`src/source/dac_pkg.sv`:
```
// shared constants, register map and DAC word layout for the
// dual nanoDAC SPI subsystem
package dac_pkg;

    ////////////////////////////////////////
    // sizing

    localparam int N_DAC            = 2;
    localparam int DAC_FRAME_BITS   = 16;
    localparam int SCLK_HALF_CYCLES = 2;
    localparam int REG_ADDR_W       = 2;
    localparam int REG_DATA_W       = 16;
    localparam int DAC_GAIN_W       = 8;
    localparam int SEL_W            = $clog2(N_DAC);
    localparam int DIV_W            = $clog2(SCLK_HALF_CYCLES + 1);
    // bits 0..16 plus one tail cycle after select release
    localparam int BIT_CNT_W        = $clog2(DAC_FRAME_BITS + 2);

    ////////////////////////////////////////
    // register map

    localparam logic [REG_ADDR_W-1:0] ADDR_MODULE_ID      = 2'd0;
    localparam logic [REG_ADDR_W-1:0] ADDR_MODULE_VERSION = 2'd1;
    localparam logic [REG_ADDR_W-1:0] ADDR_DAC_REG        = 2'd2;
    localparam logic [REG_ADDR_W-1:0] ADDR_EN_MMI_CTRL    = 2'd3;

    localparam logic [REG_DATA_W-1:0] MODULE_VERSION = 16'd1;

    // per instance identity and power-up words
    localparam logic [REG_DATA_W-1:0] DAC0_MODULE_ID = 16'hd0a0;
    localparam logic [REG_DATA_W-1:0] DAC1_MODULE_ID = 16'hd0a1;
    localparam logic [REG_DATA_W-1:0] DAC0_DEFAULT   = 16'h2000;
    localparam logic [REG_DATA_W-1:0] DAC1_DEFAULT   = 16'h1fc0;

    // request sequencer encodings
    localparam int SEQ_W = 2;
    localparam logic [SEQ_W-1:0] ST_IDLE  = 2'd0;
    localparam logic [SEQ_W-1:0] ST_REQ   = 2'd1;
    localparam logic [SEQ_W-1:0] ST_AGAIN = 2'd2;

    // DAC register, seen whole or split into mode / data / reserved
    typedef union packed {
        logic [REG_DATA_W-1:0] raw;
        struct packed {
            logic [1:0]            mode;
            logic [DAC_GAIN_W-1:0] data;
            logic [5:0]            reserved;
        } fields;
    } dac_word_u;

endpackage

```
`src/source/dac_reg_ctrl.sv`:
```
// per-DAC controller: register map with strobe access and the
// sequencer that asks for SPI frames, merging updates in flight
`timescale 1ns/10ps

module dac_reg_ctrl #(
    parameter logic [dac_pkg::REG_DATA_W-1:0] MODULE_ID   = 16'h0000,
    parameter logic [dac_pkg::REG_DATA_W-1:0] DAC_DEFAULT = 16'h0000
) (
    input  logic                              clk_ifc,
    input  logic                              set_default_on_reset,

    // register access
    input  logic                              wr_stb,
    input  logic                              rd_stb,
    input  logic [dac_pkg::REG_ADDR_W-1:0]    addr,
    input  logic [dac_pkg::REG_DATA_W-1:0]    wdata,
    output logic                              rd_valid,
    output logic [dac_pkg::REG_DATA_W-1:0]    rdata,

    // control inputs
    input  logic                              en_mmi_ctrl,
    input  logic [dac_pkg::DAC_GAIN_W-1:0]    gain,
    input  logic                              gain_stb,

    // arbiter side
    output logic                              req,
    output dac_pkg::dac_word_u                req_word,
    input  logic                              grant,
    input  logic                              done,

    // status
    output logic                              updated_stb,
    output logic                              initdone
);

    import dac_pkg::*;

    logic [SEQ_W-1:0] state;
    dac_word_u        dac_reg;
    dac_word_u        dac_next;
    logic             wr_hit;
    logic             gain_hit;
    logic             upd;
    logic             boot_pend;
    logic             load_word;
    logic             frame_done;

    ////////////////////////////////////////
    // register update

    // software owns the register while enabled, the gain input otherwise
    assign wr_hit     = wr_stb && (addr == ADDR_DAC_REG) && en_mmi_ctrl;
    assign gain_hit   = gain_stb && !en_mmi_ctrl;
    assign upd        = wr_hit || gain_hit;
    assign frame_done = done && grant;
    assign req        = (state != ST_IDLE);

    always_comb begin
        dac_next = dac_reg;
        if (wr_hit) begin
            dac_next.raw = wdata;
        end else if (gain_hit) begin
            dac_next.fields.data = gain;
        end
    end

    ////////////////////////////////////////
    // frame sequencer

    // new frame word is taken from the value being written this cycle
    always_comb begin
        case (state)
            ST_IDLE:  load_word = upd || boot_pend;
            ST_REQ:   load_word = frame_done && upd;
            ST_AGAIN: load_word = frame_done;
            default:  load_word = 1'b0;
        endcase
    end

    always_ff @(posedge clk_ifc) begin
        if (set_default_on_reset) begin
            state       <= ST_IDLE;
            boot_pend   <= 1'b1;
            updated_stb <= 1'b0;
            initdone    <= 1'b0;
            dac_reg.raw <= DAC_DEFAULT;
        end else begin
            dac_reg     <= dac_next;
            updated_stb <= frame_done;
            if (frame_done) begin
                initdone <= 1'b1;
            end
            if (load_word) begin
                boot_pend <= 1'b0;
            end
            case (state)
                ST_IDLE: begin
                    if (load_word) begin
                        state <= ST_REQ;
                    end
                end
                ST_REQ: begin
                    if (frame_done) begin
                        // an update landing with done goes straight out
                        state <= upd ? ST_REQ : ST_IDLE;
                    end else if (upd) begin
                        state <= ST_AGAIN;
                    end
                end
                ST_AGAIN: begin
                    if (frame_done) begin
                        state <= ST_REQ;
                    end
                end
                default: begin
                    state <= ST_IDLE;
                end
            endcase
        end
    end

    always_ff @(posedge clk_ifc) begin
        if (load_word) begin
            req_word <= dac_next;
        end
    end

    ////////////////////////////////////////
    // read port

    always_ff @(posedge clk_ifc) begin
        if (set_default_on_reset) begin
            rd_valid <= 1'b0;
        end else begin
            rd_valid <= rd_stb;
        end
    end

    always_ff @(posedge clk_ifc) begin
        if (rd_stb) begin
            case (addr)
                ADDR_MODULE_ID:      rdata <= MODULE_ID;
                ADDR_MODULE_VERSION: rdata <= MODULE_VERSION;
                ADDR_DAC_REG:        rdata <= dac_reg.raw;
                ADDR_EN_MMI_CTRL:    rdata <= {{(REG_DATA_W-1){1'b0}}, en_mmi_ctrl};
                default:             rdata <= '0;
            endcase
        end
    end

    // arbiter must only complete a frame this controller asked for
    a_done_needs_req: assert property (
        @(posedge clk_ifc) disable iff (set_default_on_reset)
        done |-> req
    ) else $error("done seen without an outstanding request");

endmodule

```
`config.mk`:
```
export PLATFORM = sky130hd
export DESIGN_NAME = dac_reg_ctrl
export DESIGN_NICKNAME = d
export VERILOG_FILES = /design/src/source/dac_pkg.sv /design/src/source/dac_reg_ctrl.sv
export SDC_FILE = /design/constraint.sdc
export NUM_CORES = 1
export LEC_CHECK = 0
export BUFFER_PORTS_ARGS = -buffer_cell sky130_fd_sc_hd__buf_2
export CAP_MARGIN = 25
export CORE_AREA = 4 4 98 100
export CTS_BUF_LIST = sky130_fd_sc_hd__clkbuf_4
export CTS_CLUSTER_DIAMETER = 60
export CTS_CLUSTER_SIZE = 14
export DETAILED_ROUTE_END_ITERATION = 10
export DIE_AREA = 0 0 102 104
export GPL_ROUTABILITY_DRIVEN = 0
export SLEW_MARGIN = 20
export SYNTH_ARGS = -nofsm -noshare
export SYNTH_HDL_FRONTEND = slang
export SYNTH_SLANG_ARGS = --single-unit
```
`constraint.sdc`:
```
create_clock -name clk_ifc -period 1.65 [get_ports clk_ifc]
set_input_delay 0.4125 -clock clk_ifc [delete_from_list [all_inputs] [get_ports clk_ifc]]
set_output_delay 0.4125 -clock clk_ifc [all_outputs]
set_load 0.1 [all_outputs]
```
== After elaboration in Yosys (flattened, before gate mapping) ==
Index checks and enable logic that the tools add are counted.
Storage, ports and cells
  bits in registers: 54
  output and inout port bits: 36
  logic and storage cells: 40
Cells by class
  eq/ne operators: 8
  mux-type cells: 12
  reductions and logical operators: 12
Operators by type and width (number)
  16-bit one-hot mux with 4 select lines: 1
  8-bit 2-to-1 mux: 2
  2-bit 2-to-1 mux: 5
  2-bit equality test, second input constant: 3
  6-bit 2-to-1 mux: 1
  2-bit one-hot mux with 3 select lines: 1
  1-bit logical AND: 5
  2-bit by 1-bit equality test with 1-bit output, second input constant: 2
  2-bit logical NOT: 2
  2-bit != test, second input constant: 2
  3-bit != test, second input constant: 1
  1-bit one-hot mux with 3 select lines: 1
  3-bit AND reduction: 1
  1-bit logical OR: 2
  2-bit nonzero test: 1
  1-bit logical NOT: 1
  1-bit 2-to-1 mux: 1

== Depth between registers and ports, before layout ==
Gate-level depths: netlist of the first run.
  depth in word-level cells: 8
  depth in mapped cells: 4

== Worst setup path before layout of the first run ==
Ideal clock, no wire load.
  path kind: register -> register
  from: reg state[1]
  to: reg req_word[0] in the netlist's numbering (enable)
  data arrival time: 1.483 ns
  required time: 1.283 ns
  path slack: -0.200 ns
  cell stages (with the launch flop): 4
  buffers on the path: 0
  clock period less this slack: 1.850 ns
  cell sequence: dfxtp_1 or2_2 a31oi_1 a211o_1
Between the ends
  longest elaborated chain between the ends: 2
  elaborated cells on any way between the ends: 4
  classes of those cells: eq/ne (2); mux (1); reduce/logical (1)
Ends and longest elaborated chain
  start: declaration: line dac_reg_ctrl.sv:38  | logic [SEQ_W-1:0] state;
  start signal: assignment: line dac_reg_ctrl.sv:105  | state <= upd ? ST_REQ : ST_IDLE;
  2-bit equality test, or another cell as far along: line dac_reg_ctrl.sv:72  | case (state)
  1-bit one-hot mux with 3 select lines (*): line dac_reg_ctrl.sv:72
  via load_word: line dac_reg_ctrl.sv:45  | logic load_word;
  end signal: assignment: line dac_reg_ctrl.sv:124  | req_word <= dac_next;
  end: declaration: line dac_reg_ctrl.sv:27  | output dac_pkg::dac_word_u req_word,
Mark *: on every way through the listed nets, which the timed path passes. The rest lies on a longest branch.
A chain may end at the register's enable or synchronous reset.

== Worst setup path after layout of the first run ==
  from: reg state[0]
  to: out req
Between the ends
  longest elaborated chain between the ends: 1
Ends and longest elaborated chain
  2-bit nonzero test: line dac_reg_ctrl.sv:56  | assign req = (state != ST_IDLE);
  end: declaration: line dac_reg_ctrl.sv:26  | output logic req,
Every way passes these cells.

==> results of run 1 <==
==> metrics by stage <==
stage	worst slack [ns]	cells	hold WS, ns
4_1_cts	0.0240	338	0.293
3_5_place_dp	0.000622	330	0.475
3_3_place_gp	0.0445	330	0.455
6_report	0.0645	338	0.310
5_1_grt	0.00791	338	0.313
2_1_floorplan	0.0841	156	0.449
==> report_power, final <==
part	internal [uW]	switching, uW
clock network	337	406
registers	1550	36.7
logic	184	770
==> cell families (layout without fill, tap and decap cells) <==
family	Yosys count	in the layout	synth area share (%)
AO/OA/AOI/OAI	28	28	8.63
buffers and inverters	10	84	2.33
flip-flops	54	54	65.3
multiplexers	16	16	9.34
AND/OR/NAND/NOR	48	48	14.4
==> cell usage after synthesis <==
library cell / instances
edfxtp_1: 32
dfxtp_1: 22
and2_1: 16
nor2_1: 12
a21oi_1: 11
a211oi_1: 8
mux2_4: 8
mux2i_1: 8
and2b_1: 7
a31oi_1: 3
clkbuf_1: 3
inv_1: 3
nand2_1: 2
nand2b_1: 2
nor2b_1: 2
nor2b_4: 2
a211o_1: 1
a211oi_2: 1
and4b_4: 1
buf_1: 1
buf_2: 1
buf_4: 1
buf_6: 1
nand3b_1: 1
nand4b_2: 1
o211a_1: 1
o211ai_1: 1
o21ai_1: 1
o31ai_1: 1
or2_2: 1
or4_1: 1
==> layer usage <==
layer  vias to the layer above  GRT usage (%)
li1                        709              -
met1                       663           11.5
met2                        42           15.4
met3                         5           3.02
met4                         0           1.97
met5                         -              0
==> worst paths after layout <==
kind,end,slack (ns),cells after the start
worst max register to register,req_word[10],0.27,4
worst min register to register,initdone,0.50,2
worst min-delay path,updated_stb,0.31,3
worst max-delay path,req,0.06,2
==> timing repair <==
item                       in CTS  in global routing
setup endpoints to repair       0                  1
hold buffers                    0                  0
resized for setup               0                  1
==> area by class of cell <==
type,instances,area (sq um)
fillers,892,5930
well taps,108,135
clock buffers,6,45.0
multi-input cells,92,697
repair buffers,73,415
flip-flops and latches,54,1400
clock inverters,2,37.5
inverters,3,11.3
==> worst max-delay path: stages (launching register included) <==
cell and delay (ns):
dfxtp_1 0.38, or2_4 0.27, buf_12 0.17
==> flow_summary.json, run 1 <==
{
  "status": "finished, final reports clean",
  "p_total_uw": 3280,
  "syn-cell-area_sq_mm": 0.00214,
  "crit_fanout": 6,
  "maxCapViolCount": 0,
  "fin_area_sq_mm": 0.00274,
  "clk_path_buf_depth": 2,
  "route.top_layer_used": "met4",
  "ios": 70,
  "worst_ep_required_time_ns": 1.24,
  "viasPerCell": 4.20,
  "endpoint_kind": "output pin",
  "via_count": 1419,
  "syn_to_final_growth_pct": 27.9,
  "cts_setup_buffers": 0,
  "place_hpwl_mm": 3.52,
  "clk_pin_slew_worst_paths_ns": 0.15,
  "hold_path_class": "in2reg",
  "start_util_pct": 24.7,
  "period_minus_slack_ns": 1.59,
  "finalMaxSlewViolations": 0,
  "met1_length_mm": 2.12,
  "cts_tree": "built",
  "power_density_mw_per_mm2": 1200,
  "route.met2.wl_mm": 2.33,
  "period_share_pct": 96.1,
  "crit_path_start_kind": "flip-flop",
  "port_buffers": 69,
  "synth_largest_area_cell": "edfxtp_1",
  "setup_tns_ns": 0,
  "max_freq_ghz": 0.631,
  "crit_type": "reg2out",
  "drt_iter0_markers": 24,
  "slew_headroom_pct": 63.8,
  "post-route-util_pct": 31.6,
  "layout-drive-gt1-share_pct": 42.2,
  "fin_worst_skew_ns": 0.0132,
  "avgSynthCellArea_sq_um": 13.7,
  "globalRouteTotalUtil_pct": 9.22,
  "rows": 34,
  "die_x_microns": 102,
  "wirelength_mm": 4.87,
  "leakage_uw": 0.00117,
  "synth_cell_types": 31,
  "grt_pass1_wl_mm": 7.68,
  "setup_viol": 0,
  "rsz0062_at_grt": "no",
  "clockRootBuffer": "clkbuf_4",
  "yosys-top-cells-area": "edfxtp_1 45%, dfxtp_1 21%, mux2_4 5.6%",
  "final_cell_mix": "68 x buf_2, 32 x edfxtp_1, 21 x dfxtp_1",
  "cts_sinks": 54,
  "placed_area_sq_mm": 0.00266,
  "avgRoutedWirePerCell_microns": 14.4,
  "mostFrequentLayoutCell": "buf_2",
  "synth_cells": 156,
  "postRouteAntennaNets": 0,
  "ys_seq_area_share_pct": 65.3,
  "overflow": 0,
  "h-tree-depth": 2,
  "crit_arrival_ns": 1.17,
  "syn-num-nets": 190,
  "ys_ff_latch": 54,
  "cts_inserted_buffers": 5,
  "dr.pass1.iters": 4,
  "vdd_drop_max_uv": 333,
  "worst_pin_slew_ns": 0.543,
  "die_area_sq_mm": 0.0106,
  "netlist.area_leader.share_pct": 44.8,
  "diodes": 0,
  "synth_warnings": 0,
  "coreArea_sq_mm": 0.00868,
  "crit_path_start": "state[0]",
  "grt_pass1_vias": 1519,
  "route.met3.wl_microns": 380,
  "grt_antenna_before_repair": 0,
  "die_h_microns": 104,
  "hp-start": "grant",
  "r2r_start": "state[0]",
  "worstSkewPairLatency_ns": 0.37,
  "finalHoldViolations": 0,
  "final_nets": 263,
  "drcViolationCount": 0,
  "grt_max_degree": 25
}
Note: power is estimated with default switching activity, not from simulation.
==> run 2: changes to the inputs <==
Settings changed: CORE_AREA 4 4 98 100 to 4 4 73 75, DIE_AREA 0 0 102 104 to 0 0 77 79, PLACE_DENSITY set to 0.76.
==> flow_summary.json, run 2 (synthesis results as in run 1) <==
{
  "intPower_uw": 2060,
  "post-place-ws_ns": 0.0293,
  "setup_tns_ns": 0,
  "finalMaxSlewViolations": 0,
  "leakage_uw": 0.00118,
  "fin_worst_skew_ns": 0.0109,
  "cts_setup_buffers": 0,
  "p_switching_uw": 1210,
  "clockRootBuffer": "clkbuf_4",
  "clk_pin_slew_worst_paths_ns": 0.15,
  "worst_pin_slew_ns": 0.505,
  "worstSkewPairLatency_ns": 0.37,
  "diodes": 0,
  "combPwrFrac_pct": 29.1,
  "final_cell_mix": "68 x buf_2, 32 x edfxtp_1, 20 x dfxtp_1",
  "finalHoldViolations": 0,
  "final_nets": 265,
  "hold_path_class": "in2reg",
  "grt_pass1_wl_mm": 6.69,
  "max_freq_ghz": 0.625,
  "place_hpwl_mm": 3.15,
  "power_density_mw_per_mm2": 1220,
  "viasPerCell": 4.98,
  "mostFrequentLayoutCell": "buf_2",
  "cts_inserted_buffers": 5,
  "p_total_uw": 3270,
  "hold_depth": 3,
  "crit_type": "reg2out",
  "worst_ep_required_time_ns": 1.24,
  "postRouteAntennaNets": 0,
  "via_count": 1423,
  "die_x_microns": 77,
  "wirelength_mm": 4.22,
  "status": "finished, final reports clean",
  "avgRoutedWirePerCell_microns": 14.8,
  "drcViolationCount": 0,
  "rows": 25,
  "maxCapViolCount": 0,
  "setup_viol": 0,
  "cts_tree": "built",
  "h-tree-depth": 2,
  "fin_ws_ns": 0.0492,
  "rsz0062_at_grt": "yes",
  "coreArea_sq_mm": 0.00466,
  "ios": 70,
  "switching_share_pct": 37.0,
  "ctsResizeCount": 0,
  "die_h_microns": 79,
  "start_util_pct": 46.0,
  "ff2ff_path_depth": 4,
  "period_minus_slack_ns": 1.60,
  "clk_path_buf_depth": 2,
  "globalRouteTotalUtil_pct": 14.3,
  "crit_fanout": 5,
  "overflow": 0,
  "vdd_drop_max_uv": 385,
  "dr.pass1.iters": 4,
  "crit_path_start_kind": "flip-flop",
  "slew_headroom_pct": 66.6,
  "drt_iter0_markers": 129,
  "grt_max_degree": 25,
  "syn_to_final_growth_pct": 24.9,
  "postCtsHoldBufs": 0,
  "endpoint_kind": "output pin",
  "cts_sinks": 54,
  "period_share_pct": 97.0,
  "layout-drive-gt1-share_pct": 43.1,
  "crit_arrival_ns": 1.19,
  "p_clk_share_pct": 22.4,
  "die_area_sq_mm": 0.00608,
  "grt_pass1_vias": 1410,
  "pwr-share-seq_pct": 48.4,
  "port_buffers": 69,
  "grt_antenna_before_repair": 0
}
[run 2: path summary, 6_finish.rpt]
check | to | from | slack, ns
worst max-delay path | req | state[1] | 0.05
worst min-delay path | updated_stb | grant | 0.30
worst max register to register | req_word[6] | state[1] | 0.27
worst min register to register | boot_pend | boot_pend | 0.49
[run 2: power by group through the flow]
stage	Combinational, uW	Clock, uW	Sequential (uW)
2_1_floorplan	168	0	2190
3_3_place_gp	950	0	1610
3_5_place_dp	956	0	1610
4_1_cts	959	746	1580
5_1_grt	987	801	1590
6_report	952	732	1580
[run 2: per-layer routing]
layer | track usage [%] | share of wire (%) | vias up | wire [microns]
met4 | 5.34 | 1.6 | 0 | 67
met1 | 16.2 | 41 | 665 | 1740
met3 | 4.20 | 5.4 | 6 | 229
li1 | - | - | 713 | -
met5 | 0 | 0 | - | 0
met2 | 25.5 | 52 | 39 | 2190
[run 2: final cells by class]
cell class	count	area [sq um]
Clock buffer	5	37.5
Clock inverter	3	43.8
Fill cell	386	1980
Inverter	3	11.3
Multi-Input combinational cell	92	697
Sequential cell	54	1400
Tap cell	54	67.6
Timing Repair Buffer	75	418
[run 2: metrics by stage]
step / cell area, sq um / util, % / instances / hold slack (ns)
floorplan: 2150 / - / 156 / 0.449
finish: 2680 / 57.5 / 286 / 0.297
CTS: 2680 / 57.4 / 286 / 0.291
global placement: 2590 / 55.7 / 278 / 0.457
global route: 2680 / 57.5 / 286 / 0.314
detailed placement: 2590 / 55.7 / 278 / 0.467
[run 2: critical path: stages, from the launching register on]
cell     delay (ns)
dfxtp_2        0.37
or2_4          0.27
buf_12         0.17
