### config.mk
export PLATFORM = sky130hd
export DESIGN_NAME = spi_shift_engine
export DESIGN_NICKNAME = d
export VERILOG_FILES = /design/src/source/dac_pkg.sv /design/src/source/spi_shift_engine.sv
export SDC_FILE = /design/constraint.sdc
export NUM_CORES = 1
export LEC_CHECK = 0
export ABC_AREA = 1
export BUFFER_PORTS_ARGS = -buffer_cell sky130_fd_sc_hd__buf_2
export CAP_MARGIN = 20
export CORE_ASPECT_RATIO = 0.7
export CORE_MARGIN = 8
export CORE_UTILIZATION = 30
export CTS_CLUSTER_DIAMETER = 120
export CTS_CLUSTER_SIZE = 24
export DETAILED_ROUTE_END_ITERATION = 12
export HOLD_SLACK_MARGIN = 0.06
export MAX_ROUTING_LAYER = met4
export PLACE_DENSITY = 0.45
export REMOVE_ABC_BUFFERS = 1
export SYNTH_ARGS = -nofsm -noshare
export SYNTH_HDL_FRONTEND = slang
export SYNTH_SLANG_ARGS = --single-unit
### constraint.sdc
create_clock -name clk_ifc -period 3.1 [get_ports clk_ifc]
set_input_delay 0.465 -clock clk_ifc [delete_from_list [all_inputs] [get_ports clk_ifc]]
set_output_delay 0.465 -clock clk_ifc [all_outputs]
set_load 0.005 [all_outputs]
### src/source/dac_pkg.sv
// shared constants, register map and DAC word layout for the
// dual nanoDAC SPI subsystem
package dac_pkg;

    ////////////////////////////////////////
    // sizing

    localparam int N_DAC            = 2;
    localparam int DAC_FRAME_BITS   = 16;
    localparam int SCLK_HALF_CYCLES = 2;
    localparam int REG_ADDR_W       = 2;
    localparam int REG_DATA_W       = 16;
    localparam int DAC_GAIN_W       = 8;
    localparam int SEL_W            = $clog2(N_DAC);
    localparam int DIV_W            = $clog2(SCLK_HALF_CYCLES + 1);
    // bits 0..16 plus one tail cycle after select release
    localparam int BIT_CNT_W        = $clog2(DAC_FRAME_BITS + 2);

    ////////////////////////////////////////
    // register map

    localparam logic [REG_ADDR_W-1:0] ADDR_MODULE_ID      = 2'd0;
    localparam logic [REG_ADDR_W-1:0] ADDR_MODULE_VERSION = 2'd1;
    localparam logic [REG_ADDR_W-1:0] ADDR_DAC_REG        = 2'd2;
    localparam logic [REG_ADDR_W-1:0] ADDR_EN_MMI_CTRL    = 2'd3;

    localparam logic [REG_DATA_W-1:0] MODULE_VERSION = 16'd1;

    // per instance identity and power-up words
    localparam logic [REG_DATA_W-1:0] DAC0_MODULE_ID = 16'hd0a0;
    localparam logic [REG_DATA_W-1:0] DAC1_MODULE_ID = 16'hd0a1;
    localparam logic [REG_DATA_W-1:0] DAC0_DEFAULT   = 16'h2000;
    localparam logic [REG_DATA_W-1:0] DAC1_DEFAULT   = 16'h1fc0;

    // request sequencer encodings
    localparam int SEQ_W = 2;
    localparam logic [SEQ_W-1:0] ST_IDLE  = 2'd0;
    localparam logic [SEQ_W-1:0] ST_REQ   = 2'd1;
    localparam logic [SEQ_W-1:0] ST_AGAIN = 2'd2;

    // DAC register, seen whole or split into mode / data / reserved
    typedef union packed {
        logic [REG_DATA_W-1:0] raw;
        struct packed {
            logic [1:0]            mode;
            logic [DAC_GAIN_W-1:0] data;
            logic [5:0]            reserved;
        } fields;
    } dac_word_u;

endpackage

### src/source/spi_shift_engine.sv
// SPI shift engine: one 16-bit frame MSB first, sclk idling high,
// data changing on rising edges and one select line per DAC
`timescale 1ns/10ps

module spi_shift_engine (
    input  logic                          clk_ifc,
    input  logic                          set_default_on_reset,

    input  logic                          start,
    input  dac_pkg::dac_word_u            word,
    input  logic [dac_pkg::SEL_W-1:0]     ss_sel,
    output logic                          done,

    output logic                          sclk,
    output logic                          mosi,
    output logic [dac_pkg::N_DAC-1:0]     ss_n
);

    import dac_pkg::*;

    logic                      busy;
    logic [DIV_W-1:0]          div;
    logic [BIT_CNT_W-1:0]      bit_cnt;
    logic [DAC_FRAME_BITS-1:0] shreg;
    logic                      launch;
    logic                      tick;
    logic                      in_tail;

    assign launch  = start && !busy;
    assign tick    = busy && (div == DIV_W'(SCLK_HALF_CYCLES - 1));
    // one spare cycle with select high before done
    assign in_tail = (bit_cnt == BIT_CNT_W'(DAC_FRAME_BITS + 1));
    assign mosi    = shreg[DAC_FRAME_BITS-1];

    ////////////////////////////////////////
    // sclk and select timing

    always_ff @(posedge clk_ifc) begin
        if (set_default_on_reset) begin
            busy    <= 1'b0;
            div     <= '0;
            bit_cnt <= '0;
            sclk    <= 1'b1;
            ss_n    <= '1;
            done    <= 1'b0;
        end else begin
            done <= 1'b0;
            if (launch) begin
                busy    <= 1'b1;
                // preload so the first fall lands SCLK_HALF_CYCLES after start
                div     <= DIV_W'(SCLK_HALF_CYCLES - 1);
                bit_cnt <= '0;
                ss_n    <= ~(N_DAC'(1) << ss_sel);
            end else if (busy) begin
                if (in_tail) begin
                    busy <= 1'b0;
                    done <= 1'b1;
                end else if (tick) begin
                    div <= '0;
                    if (!sclk) begin
                        sclk    <= 1'b1;
                        bit_cnt <= bit_cnt + 1'b1;
                    end else if (bit_cnt == BIT_CNT_W'(DAC_FRAME_BITS)) begin
                        // last high half done, release the DAC
                        ss_n    <= '1;
                        bit_cnt <= bit_cnt + 1'b1;
                    end else begin
                        sclk <= 1'b0;
                    end
                end else begin
                    div <= div + 1'b1;
                end
            end
        end
    end

    ////////////////////////////////////////
    // data path

    // shift on the rising edge so mosi is steady across the fall
    always_ff @(posedge clk_ifc) begin
        if (launch) begin
            shreg <= word.raw;
        end else if (tick && !sclk) begin
            shreg <= shreg << 1;
        end
    end

    a_start_idle: assert property (
        @(posedge clk_ifc) disable iff (set_default_on_reset)
        start |-> !busy
    ) else $error("start while a frame is still in flight");

endmodule

[Word level (Yosys, flattened, before mapping)]
Index checks and enable logic that the tools add are counted.
Word-level totals
  register bits after elaboration: 28
  input port bits: 20
  output and inout port bits: 5
  word-level logic and storage cells: 57
Operators by class
  add/sub/neg operators: 2
  equal/unequal tests: 5
  shifts and indexed selects: 1
  multiplexer cells: 20
  bitwise operators: 4
  reductions and logical operators: 17
Operators by type and width (count)
  $mux W16: 2
  $mux W2: 7
  $eq A5 B5 Y1 const B: 2
  $mux W5: 2
  $reduce_bool A2 Y1: 5
  $mux W1: 9
  $reduce_and A4 Y1: 2
  $add A5 B1 Y5 const B: 1
  $reduce_and A5 Y1: 1
  $reduce_and A2 Y1: 2
  $logic_and A1 B1 Y1: 3
  $not A1 Y1: 3
  $reduce_or A3 Y1: 1
  $add A2 B1 Y2 const B: 1
  $eq A2 B1 Y1 const B: 1
  $logic_not A1 Y1: 2
  $ne A2 B1 Y1 const B: 1
  $ne A2 B2 Y1 const B: 1
  $not A2 Y2: 1
  $reduce_or A2 Y1: 1
  $shl A1 B1 Y2 const A: 1

[Logic depth before layout (Yosys ltp)]
Gate-level depths: netlist of the first run.
  depth after elaboration: 7
  gate-level depth with buffers: 9
  depth with buffers taken out: 9

[Least setup slack after synthesis of the first run]
Ideal clock, no wire load.
  kind: register -> register
  start: register busy
  end: register shreg[0] (enable)
  setup time: 411 ps
  arrival: 1754 ps
  path slack: 935 ps
  cell stages (with the launch flop): 3
  buffers on the path: 0
  clock period less this slack: 2165 ps
  path through: dfxtp_1 -> nand3_2 -> o21ai_0
On the way
  longest elaborated chain between the ends: 3
  elaborated cells between the ends (all ways): 5
  those cells by class: reduce/logical: 5
RTL lines
  start: declaration: RTL line spi_shift_engine.sv:21  | logic busy;
  start signal: assignment: RTL line spi_shift_engine.sv:40  | busy <= 1'b0;
  start signal: assignment: RTL line spi_shift_engine.sv:49  | busy <= 1'b1;
  start signal: assignment: RTL line spi_shift_engine.sv:56  | busy <= 1'b0;
  $logic_not A1 Y1 or $logic_and A1 B1 Y1 (tied branches): RTL line spi_shift_engine.sv:29, spi_shift_engine.sv:30
  $logic_and A1 B1 Y1 (on tied branches): RTL line spi_shift_engine.sv:29, spi_shift_engine.sv:84
  $reduce_bool A2 Y1 (no line) (*)
  end signal: assignment: RTL line spi_shift_engine.sv:83  | shreg <= word.raw;
  end signal: assignment: RTL line spi_shift_engine.sv:85  | shreg <= shreg << 1;
  end: declaration: RTL line spi_shift_engine.sv:24  | logic [DAC_FRAME_BITS-1:0] shreg;
Every way passes the cells marked *; elsewhere a longest branch is shown, timed or not.
A chain may end at the register's enable or synchronous reset.

[Worst setup path after layout of the first run]
Ends and elaborated chain as after synthesis.

==> flow_metrics.py, run 1 <==
metrics = {
    "clock_tree": {
        "hold_buffers": 0,
        "cts_resized": 0,
        "cts_sinks": 28,
        "cts_tree": "built",
        "cts_buffers": 3,
        "h-tree-depth": 1,
        "clockBufferDepth": 2,
        "cts_root_buffer": "clkbuf_8",
        "clkSlewWorstSetupHoldPaths_ps": 90,
        "clock_latency_ps": 260,
        "post_cts_buffers": 0,
    },
    "critical_path": {
        "cp_max_fo": 19,
        "crit_path_start_kind": "flip-flop",
        "cp-startpoint": "busy",
        "endpoint_kind": "flip-flop",
        "rr_worst_depth": 4,
        "cp_data_required_time_ps": 3060,
        "timing.rr.start": "busy",
        "criticalPathCategory": "flip-flop to flip-flop",
        "arrival_ps": 1670,
    },
    "logic_synthesis": {
        "synth_mux_area_share_pct": 0,
        "synth_top_area_share_pct": 36.7,
        "avgSynthCellArea_um2": 8.39,
        "synth_edf_count": 16,
        "synth.most_common_cell": "nand2_1",
        "synth_seq_cells": 28,
        "synth-simple-area-share_pct": 31.6,
        "synth.distinct_cells": 22,
        "synthXorXnorAreaFrac_pct": 0.669,
        "netlist_area_um2": 1310,
        "synth_ff_type": "edfxtp_1",
        "synth_top_family_by_area": "simple AND/OR/NAND/NOR gates",
        "async_reset_ff_share_pct": 0,
        "synth_warnings": 0,
        "synth_largest_area_cell": "edfxtp_1",
        "ys_top_cells_by_area": "edfxtp_1 37%, nand2_1 20%, dfxtp_1 18%",
        "ys_top_cells_by_count": "70 x nand2_1, 16 x edfxtp_1, 12 x dfxtp_1, 12 x inv_1, 10 x nand3_1",
        "synth_fa_ha_area_share_pct": 2.87,
        "syn-instance-count": 156,
        "seq_area_frac_synth_pct": 55.1,
        "synth_compound_area_share_pct": 3.63,
    },
    "sta": {
        "fmax_mhz": 588,
        "setup_viol": 0,
        "finalMaxSlewViolations": 0,
        "tns_ps": 0,
        "fin_skew_ps": 2.74,
        "post-route-period-util_pct": 54.9,
        "relSlewSlack_pct": 71.4,
        "setup_slack_ps": 1400,
        "period_needed_ps": 1700,
        "rsz0062_at_grt": "no",
        "tightest_slew_ps": 428,
        "hold_viol_final": 0,
    },
    "floorplan": {
        "coreArea_um2": 4280,
        "ios": 25,
        "die_h_um": 71.3,
        "die_x_um": 94.9,
        "rows": 20,
        "start_util_pct": 30.6,
        "die_area_um2": 6770,
    },
    "global_route": {
        "use_met2_pct": 13.3,
        "use_met1_pct": 10.3,
        "grt_pass1_wl_mm": 4.62,
        "antenna_found_initial": 0,
        "grt_pass1_vias": 1034,
        "grt_start_max_net_pins": 20,
        "globalRouteTotalUtil_pct": 8.61,
        "grt_busiest_layer": "met2",
        "grt_use_met3_pct": 3.44,
        "overflow": 0,
    },
    "routing": {
        "vias_per_cell": 4.33,
        "wl_per_cell_um": 11.6,
        "drt_iter0_drc": 40,
        "vias": 1022,
        "wl_mm": 2.73,
        "drc": 0,
        "first_pass_iters": 4,
        "ant_nets": 0,
    },
    "hold_path": {
        "hold_depth": 2,
        "hp-class": "primary input to flip-flop",
        "hp-start": "set_default_on_reset",
    },
    "power_and_ir_drop": {
        "ir_worst_vdd_mv": 0.190,
        "power_density_nw_per_um2": 463,
        "power_leakage_nw": 0.696,
    },
    "layout": {
        "syn2layout_area_growth_pct": 16.3,
        "fin_util_pct": 35.6,
        "final_net_count": 206,
        "drive_above_1_share_pct": 20.4,
        "diodes": 0,
    },
    "placed_design": {
        "dp_hpwl_mm": 2.10,
        "place_congestion": 0.814,
        "io_buffers": 24,
        "dp_slack_ps": 1160,
    },
    "run_status": {
        "status": "completed",
    },
    "job": {
        "max_cap_violations": 0,
    },
}
-- placed cells by master, fill, tap and decap left out --
| cell type | synthesis | routed |
|---|---|---|
| nor3_1 | 1 | 1 |
| xor2_1 | 1 | 1 |
| nand4_1 | 2 | 2 |
| nand3_1 | 10 | 10 |
| ha_1 | 3 | 3 |
| nor2_1 | 7 | 7 |
| clkbuf_8 | 0 | 3 |
| inv_1 | 12 | 12 |
| buf_2 | 1 | 24 |
| o21ai_0 | 2 | 1 |
| o21ai_1 | 0 | 1 |
| nand2_1 | 70 | 70 |
| o21bai_1 | 1 | 1 |
| dfxtp_1 | 12 | 12 |
| nand3_2 | 1 | 1 |
| nor2_4 | 2 | 2 |
| buf_4 | 1 | 1 |
| nand2_2 | 2 | 2 |
| nor2_2 | 2 | 2 |
| clkinv_1 | 1 | 1 |
| a21oi_1 | 6 | 6 |
| edfxtp_1 | 16 | 16 |
| inv_2 | 2 | 2 |
-- per-stage QoR --
step | hold slack, ps | power (mW) | cell area [µm²] | cells
6_report | 394 | 0.706 | 1520 | 236
5_1_grt | 394 | 0.745 | 1520 | 236
4_1_cts | 389 | 0.719 | 1520 | 236
3_5_place_dp | 473 | 0.528 | 1480 | 233
3_3_place_gp | 466 | 0.526 | 1480 | 233
2_1_floorplan | 442 | 0.493 | 1280 | 153
-- final cells by class --
class | instances | area, µm²
tap | 55 | 68.8
multi-input combinational | 110 | 508
timing repair buffer | 25 | 128
clock buffer | 3 | 41.3
inverter | 15 | 56.3
fill | 484 | 2760
sequential | 28 | 721
-- worst paths after layout --
kind,slack [ps],endpoint
hold reg to reg,490,div[1]
hold / removal,390,busy
setup / recovery,1400,shreg[0]
setup reg to reg,1400,shreg[0]
-- power breakdown --
part,switching (mW),leakage [nW],internal (mW)
Clock,0.102,0.0216,0.0870
Sequential,0.0111,0.253,0.424
Combinational,0.0498,0.421,0.0314
-- worst max-delay path, cell delays in order, from the launching register on --
cell     delay (ps)
dfxtp_1         390
nor2_4          390
inv_2           240
o21ai_1         130
buf_4           250
-- layer usage --
layer | wire length, µm | part of all wire, %
met1 | 1360 | 50
met4 | 14 | 0.51
met3 | 195 | 7.1
met2 | 1160 | 43
met5 | 0 | 0
-- cells by family (layout without fill, tap and decap cells) --
family                     Yosys count  count (layout)
xor gates and xnor gates             1               1
adders and majority gates            3               3
AOI/OAI and AO/OA                    9               9
buffers and inverters               18              43
and+or+nand+nor                     97              97
DFF                                 28              28
-- sequential cells by signal, summed over array words and instances (netlist names) --
signal and count:
bit_cnt 5, busy 1, div 2, done 1, sclk 1, shreg 16, ss_n 2
No activity file was read; power rests on OpenSTA's default activity.
==> inputs of run 2 (changes only) <==
Settings changed: PLACE_DENSITY 0.45 to 0.46.
Clock period 3.1 ns to 1.4 ns, I/O delays scaled along.
==> run 2 against run 1 <==
Effect of this change: flip-flop and latch count stayed put; non-clock buffer count is 6 higher; fmax is 30% higher; wire length is 0.81% higher; total power is 130% higher; cell area is 3.7% higher; clock skew hardly changed.
==> flow_metrics.py, run 2 (synthesis gave the netlist of run 1 again) <==
metrics = {
    "sta": {
        "setup_viol": 0,
        "fmax_mhz": 762,
        "rsz0062_at_grt": "no",
        "period_needed_ps": 1310,
        "finalMaxSlewViolations": 0,
        "hold_slack_ps": 149,
        "relSlewSlack_pct": 83.2,
        "fin_skew_ps": 3.12,
        "tightest_slew_ps": 252,
        "post-route-period-util_pct": 93.7,
        "setup_slack_ps": 88.3,
        "hold_viol_final": 0,
    },
    "layout": {
        "top_regs": "shreg (16), bit_cnt (5)",
        "diodes": 0,
        "syn2layout_area_growth_pct": 20.6,
        "fillers": 452,
        "layout_commonest_cell": "nand2_1",
        "final_net_count": 212,
        "largest-register": "shreg",
        "final_cell_mix": "70 x nand2_1, 24 x buf_2, 16 x edfxtp_1",
        "drive_above_1_share_pct": 23.9,
        "largest_register_ffs": 16,
    },
    "floorplan": {
        "die_h_um": 71.3,
        "start_util_pct": 30.6,
        "rows": 20,
        "die_area_um2": 6770,
        "die_x_um": 94.9,
        "ios": 25,
        "coreArea_um2": 4280,
    },
    "clock_tree": {
        "hold_buffers": 0,
        "clkSlewWorstSetupHoldPaths_ps": 90,
        "cts_resized": 0,
        "clockBufferDepth": 2,
        "cts_root_buffer": "clkbuf_8",
        "h-tree-depth": 1,
        "cts_buffers": 3,
        "clock_latency_ps": 260,
        "cts_tree": "built",
        "cts_sinks": 28,
        "post_cts_buffers": 0,
    },
    "global_route": {
        "overflow": 0,
        "antenna_found_initial": 0,
        "grt_start_max_net_pins": 18,
        "grt_pass1_vias": 1060,
        "grt_pass1_wl_mm": 4.77,
        "globalRouteTotalUtil_pct": 8.96,
    },
    "job": {
        "max_cap_violations": 0,
    },
    "power_and_ir_drop": {
        "ir_worst_vdd_mv": 0.519,
        "power_leakage_nw": 0.742,
        "power_density_nw_per_um2": 1010,
    },
    "critical_path": {
        "crit_path_start_kind": "flip-flop",
        "cp-endpoint": "shreg[8]",
        "criticalPathCategory": "flip-flop to flip-flop",
        "arrival_ps": 1290,
        "reg2reg_slack_ps": 90,
        "timing.rr.start": "busy",
        "rr_worst_depth": 3,
        "endpoint_kind": "flip-flop",
        "cp_data_required_time_ps": 1380,
        "cp_max_fo": 10,
        "timing.rr.end": "shreg[8]",
        "cp-startpoint": "busy",
    },
    "routing": {
        "drt_iter0_drc": 62,
        "first_pass_iters": 4,
        "vias_per_cell": 4.30,
        "vias": 1045,
        "wl_per_cell_um": 11.3,
        "ant_nets": 0,
        "wl_mm": 2.75,
        "drc": 0,
    },
    "run_status": {
        "status": "completed",
    },
    "placed_design": {
        "dp_slack_ps": 80.6,
        "place_congestion": 0.837,
        "dp_hpwl_mm": 2.13,
        "io_buffers": 24,
    },
    "hold_path": {
        "hp-class": "primary input to flip-flop",
    },
}
run 2: changes by cell type in the layout (fill, tap and decap cells not counted):
cell,before,now
buf_4,1,7
dfxtp_1,12,10
dfxtp_2,0,2
clkbuf_1,0,1
nand2_4,0,1
nand2_2,2,1
run 2: per-layer routing:
| layer | share of wire, % | vias to the layer above | global-route usage [%] |
|---|---|---|---|
| met5 | 0 | - | - |
| met4 | 1.2 | 0 | 2.59 |
| met3 | 4.1 | 2 | 2.30 |
| met2 | 43 | 15 | 13.7 |
| met1 | 51 | 468 | 11.4 |
| li1 | - | 560 | - |
run 2: per-stage QoR:
step	instance area, µm²	power [mW]	utilization (%)	setup TNS [ps]	std cells
3_3_place_gp	1530	1.18	35.7	0	239
2_1_floorplan	1280	1.09	-	-12240	153
6_report	1580	1.59	36.9	0	243
3_5_place_dp	1530	1.18	35.7	0	239
5_1_grt	1580	1.69	36.9	0	243
4_1_cts	1570	1.63	36.7	0	243
run 2: final cells by class:
cell class / instances / area [µm²] / area share (%)
timing repair buffer: 31 / 173 / 10.9
tap: 55 / 68.8 / 4.36
inverter: 15 / 56.3 / 3.57
clock buffer: 4 / 45.0 / 2.85
multi-input combinational: 110 / 513 / 32.5
sequential: 28 / 723 / 45.8
run 2: worst max-delay path, stage by stage (launching register included):
cell and delay (ps):
dfxtp_1 460, nand3_2 150, o21ai_1 200, buf_4 220
run 2: worst min-delay path by stage:
| stage | end | cells past startpoint | start | slack [ps] |
|---|---|---|---|---|
| floorplan | busy | 1 | set_default_on_reset | 280 |
| global placement | busy | 2 | set_default_on_reset | 420 |
| detailed placement | busy | 2 | set_default_on_reset | 440 |
| CTS | busy | 2 | set_default_on_reset | 140 |
| global route | busy | 2 | set_default_on_reset | 140 |
| finish | busy | 2 | set_default_on_reset | 150 |
run 2: power breakdown:
part           internal, mW  switching [mW]  leakage, nW
clock network         0.203           0.227       0.0228
registers             0.939          0.0238        0.254
logic                0.0810           0.115        0.465
total                  1.22           0.366        0.742
==> inputs of run 3 (changes only) <==
Settings changed: PLACE_DENSITY 0.46 to default, PLACE_DENSITY_LB_ADDON from default to 0.25, SKIP_LAST_GASP from default to 1.
==> run 3 against run 2 <==
Effect of this change: count of clock-buffer cells in the layout fell by 1; hold slack worse by 9.1 ps; combinational power is 2% lower; critical path depth unchanged; cell area is 0.24% higher; clock skew up 0.94 ps; die area is the same; via count down 0.57%; global-route usage decreased by 0.43 points; final cell count shrank 0.41%; utilization up 0.088 points; clock power shrank 2%; largest cell class unchanged; largest power group unchanged.
==> flow_metrics.py, run 3 (synthesis gave the netlist of run 1 again) <==
metrics = {
    "routing": {
        "ant_nets": 0,
        "vias_per_cell": 4.29,
        "wl_mm": 2.64,
        "wl_per_cell_um": 10.9,
        "first_pass_iters": 4,
        "drc": 0,
        "drt_iter0_drc": 48,
        "vias": 1039,
    },
    "global_route": {
        "grt_pass1_vias": 971,
        "overflow": 0,
        "grt_pass1_wl_mm": 4.51,
        "antenna_found_initial": 0,
        "grt_start_max_net_pins": 18,
        "globalRouteTotalUtil_pct": 8.53,
    },
    "critical_path": {
        "arrival_ps": 1270,
        "cp_max_fo": 10,
        "cp_data_required_time_ps": 1380,
        "endpoint_kind": "flip-flop",
        "criticalPathCategory": "flip-flop to flip-flop",
        "crit_path_start_kind": "flip-flop",
    },
    "placed_design": {
        "dp_cells": 239,
        "dp_hpwl_mm": 2.01,
        "place_congestion": 0.781,
        "io_buffers": 24,
    },
    "hold_path": {
        "hp-class": "primary input to flip-flop",
    },
    "layout": {
        "diodes": 0,
        "drive_above_1_share_pct": 24.6,
        "layout_commonest_cell": "nand2_1",
        "top_regs": "shreg (16), bit_cnt (5)",
        "stdcell_count": 242,
        "final_net_count": 212,
        "largest-register": "shreg",
        "fillers": 452,
        "largest_register_ffs": 16,
        "syn2layout_area_growth_pct": 20.9,
        "final_cell_mix": "69 x nand2_1, 24 x buf_2, 16 x edfxtp_1",
        "final-seq-area_um2": 723,
        "fin_util_pct": 37.0,
        "multi_input_area_um2": 520,
    },
    "clock_tree": {
        "cts_tree": "built",
        "hold_buffers": 0,
        "cts_root_buffer": "clkbuf_8",
        "clock_latency_ps": 270,
        "clkSlewWorstSetupHoldPaths_ps": 90,
        "clockBufferDepth": 2,
        "h-tree-depth": 1,
        "cts_buffers": 3,
        "cts_sinks": 28,
    },
    "sta": {
        "finalMaxSlewViolations": 0,
        "rsz0062_at_grt": "no",
        "relSlewSlack_pct": 83.4,
        "tns_ps": 0,
        "setup_viol": 0,
        "tightest_slew_ps": 249,
        "post-route-period-util_pct": 92.5,
        "period_needed_ps": 1300,
        "fmax_mhz": 772,
        "hold_slack_ps": 140,
        "hold_viol_final": 0,
        "fin_skew_ps": 4.07,
    },
    "floorplan": {
        "die_area_um2": 6770,
        "die_h_um": 71.3,
        "rows": 20,
        "start_util_pct": 30.6,
        "coreArea_um2": 4280,
        "die_x_um": 94.9,
        "ios": 25,
    },
    "power_and_ir_drop": {
        "power_leakage_nw": 0.744,
        "ir_worst_vdd_mv": 0.409,
        "power_density_nw_per_um2": 996,
    },
    "job": {
        "max_cap_violations": 0,
    },
    "run_status": {
        "status": "completed",
    },
}
-- run 3: changes by cell type in the layout (fill, tap and decap cells not counted), sizes merged --
cell    previous run  this run
clkbuf             4         3
-- run 3: final cells by class --
class                      count  share of cell area (%)
sequential                    28                    45.7
multi-input combinational    110                    32.9
timing repair buffer          31                    10.9
tap                           55                    4.35
inverter                      15                    3.56
clock buffer                   3                    2.61
-- run 3: through the flow --
stage | power (mW) | instance area [µm²] | setup slack [ps]
2_1_floorplan | 1.09 | 1280 | -765
3_3_place_gp | 1.17 | 1530 | 110
3_5_place_dp | 1.18 | 1530 | 109
4_1_cts | 1.60 | 1570 | 99.2
5_1_grt | 1.67 | 1580 | 12.6
6_report | 1.58 | 1580 | 105
-- run 3: final timing paths --
kind / cells past startpoint / to / slack, ps / start
worst max-delay path: 3 / shreg[8] / 100 / busy
worst min-delay path: 2 / busy / 140 / set_default_on_reset
worst max register to register: 3 / shreg[8] / 100 / busy
worst min register to register: 2 / div[1] / 480 / div[1]
-- run 3: repair_timing --
action                                  in CTS  in global routing
resized for setup                            0                  5
setup buffers                                0                  0
endpoints found under the setup margin       0                  5
-- run 3: worst max-delay path: stages, from the launching register on --
cell	delay (ps)
dfxtp_1	450
nand3_2	150
o21ai_1	180
buf_4	220
-- run 3: power by group --
part,leakage (nW),switching (mW),internal (mW)
combinational,0.468,0.114,0.0780
clock,0.0216,0.229,0.193
sequential,0.254,0.0226,0.939
-- run 3: routing by layer --
layer  wire (µm)  track usage, %
met2        1130            12.4
met1        1400            11.1
met5           0               -
met4          40            3.62
met3          67            1.98
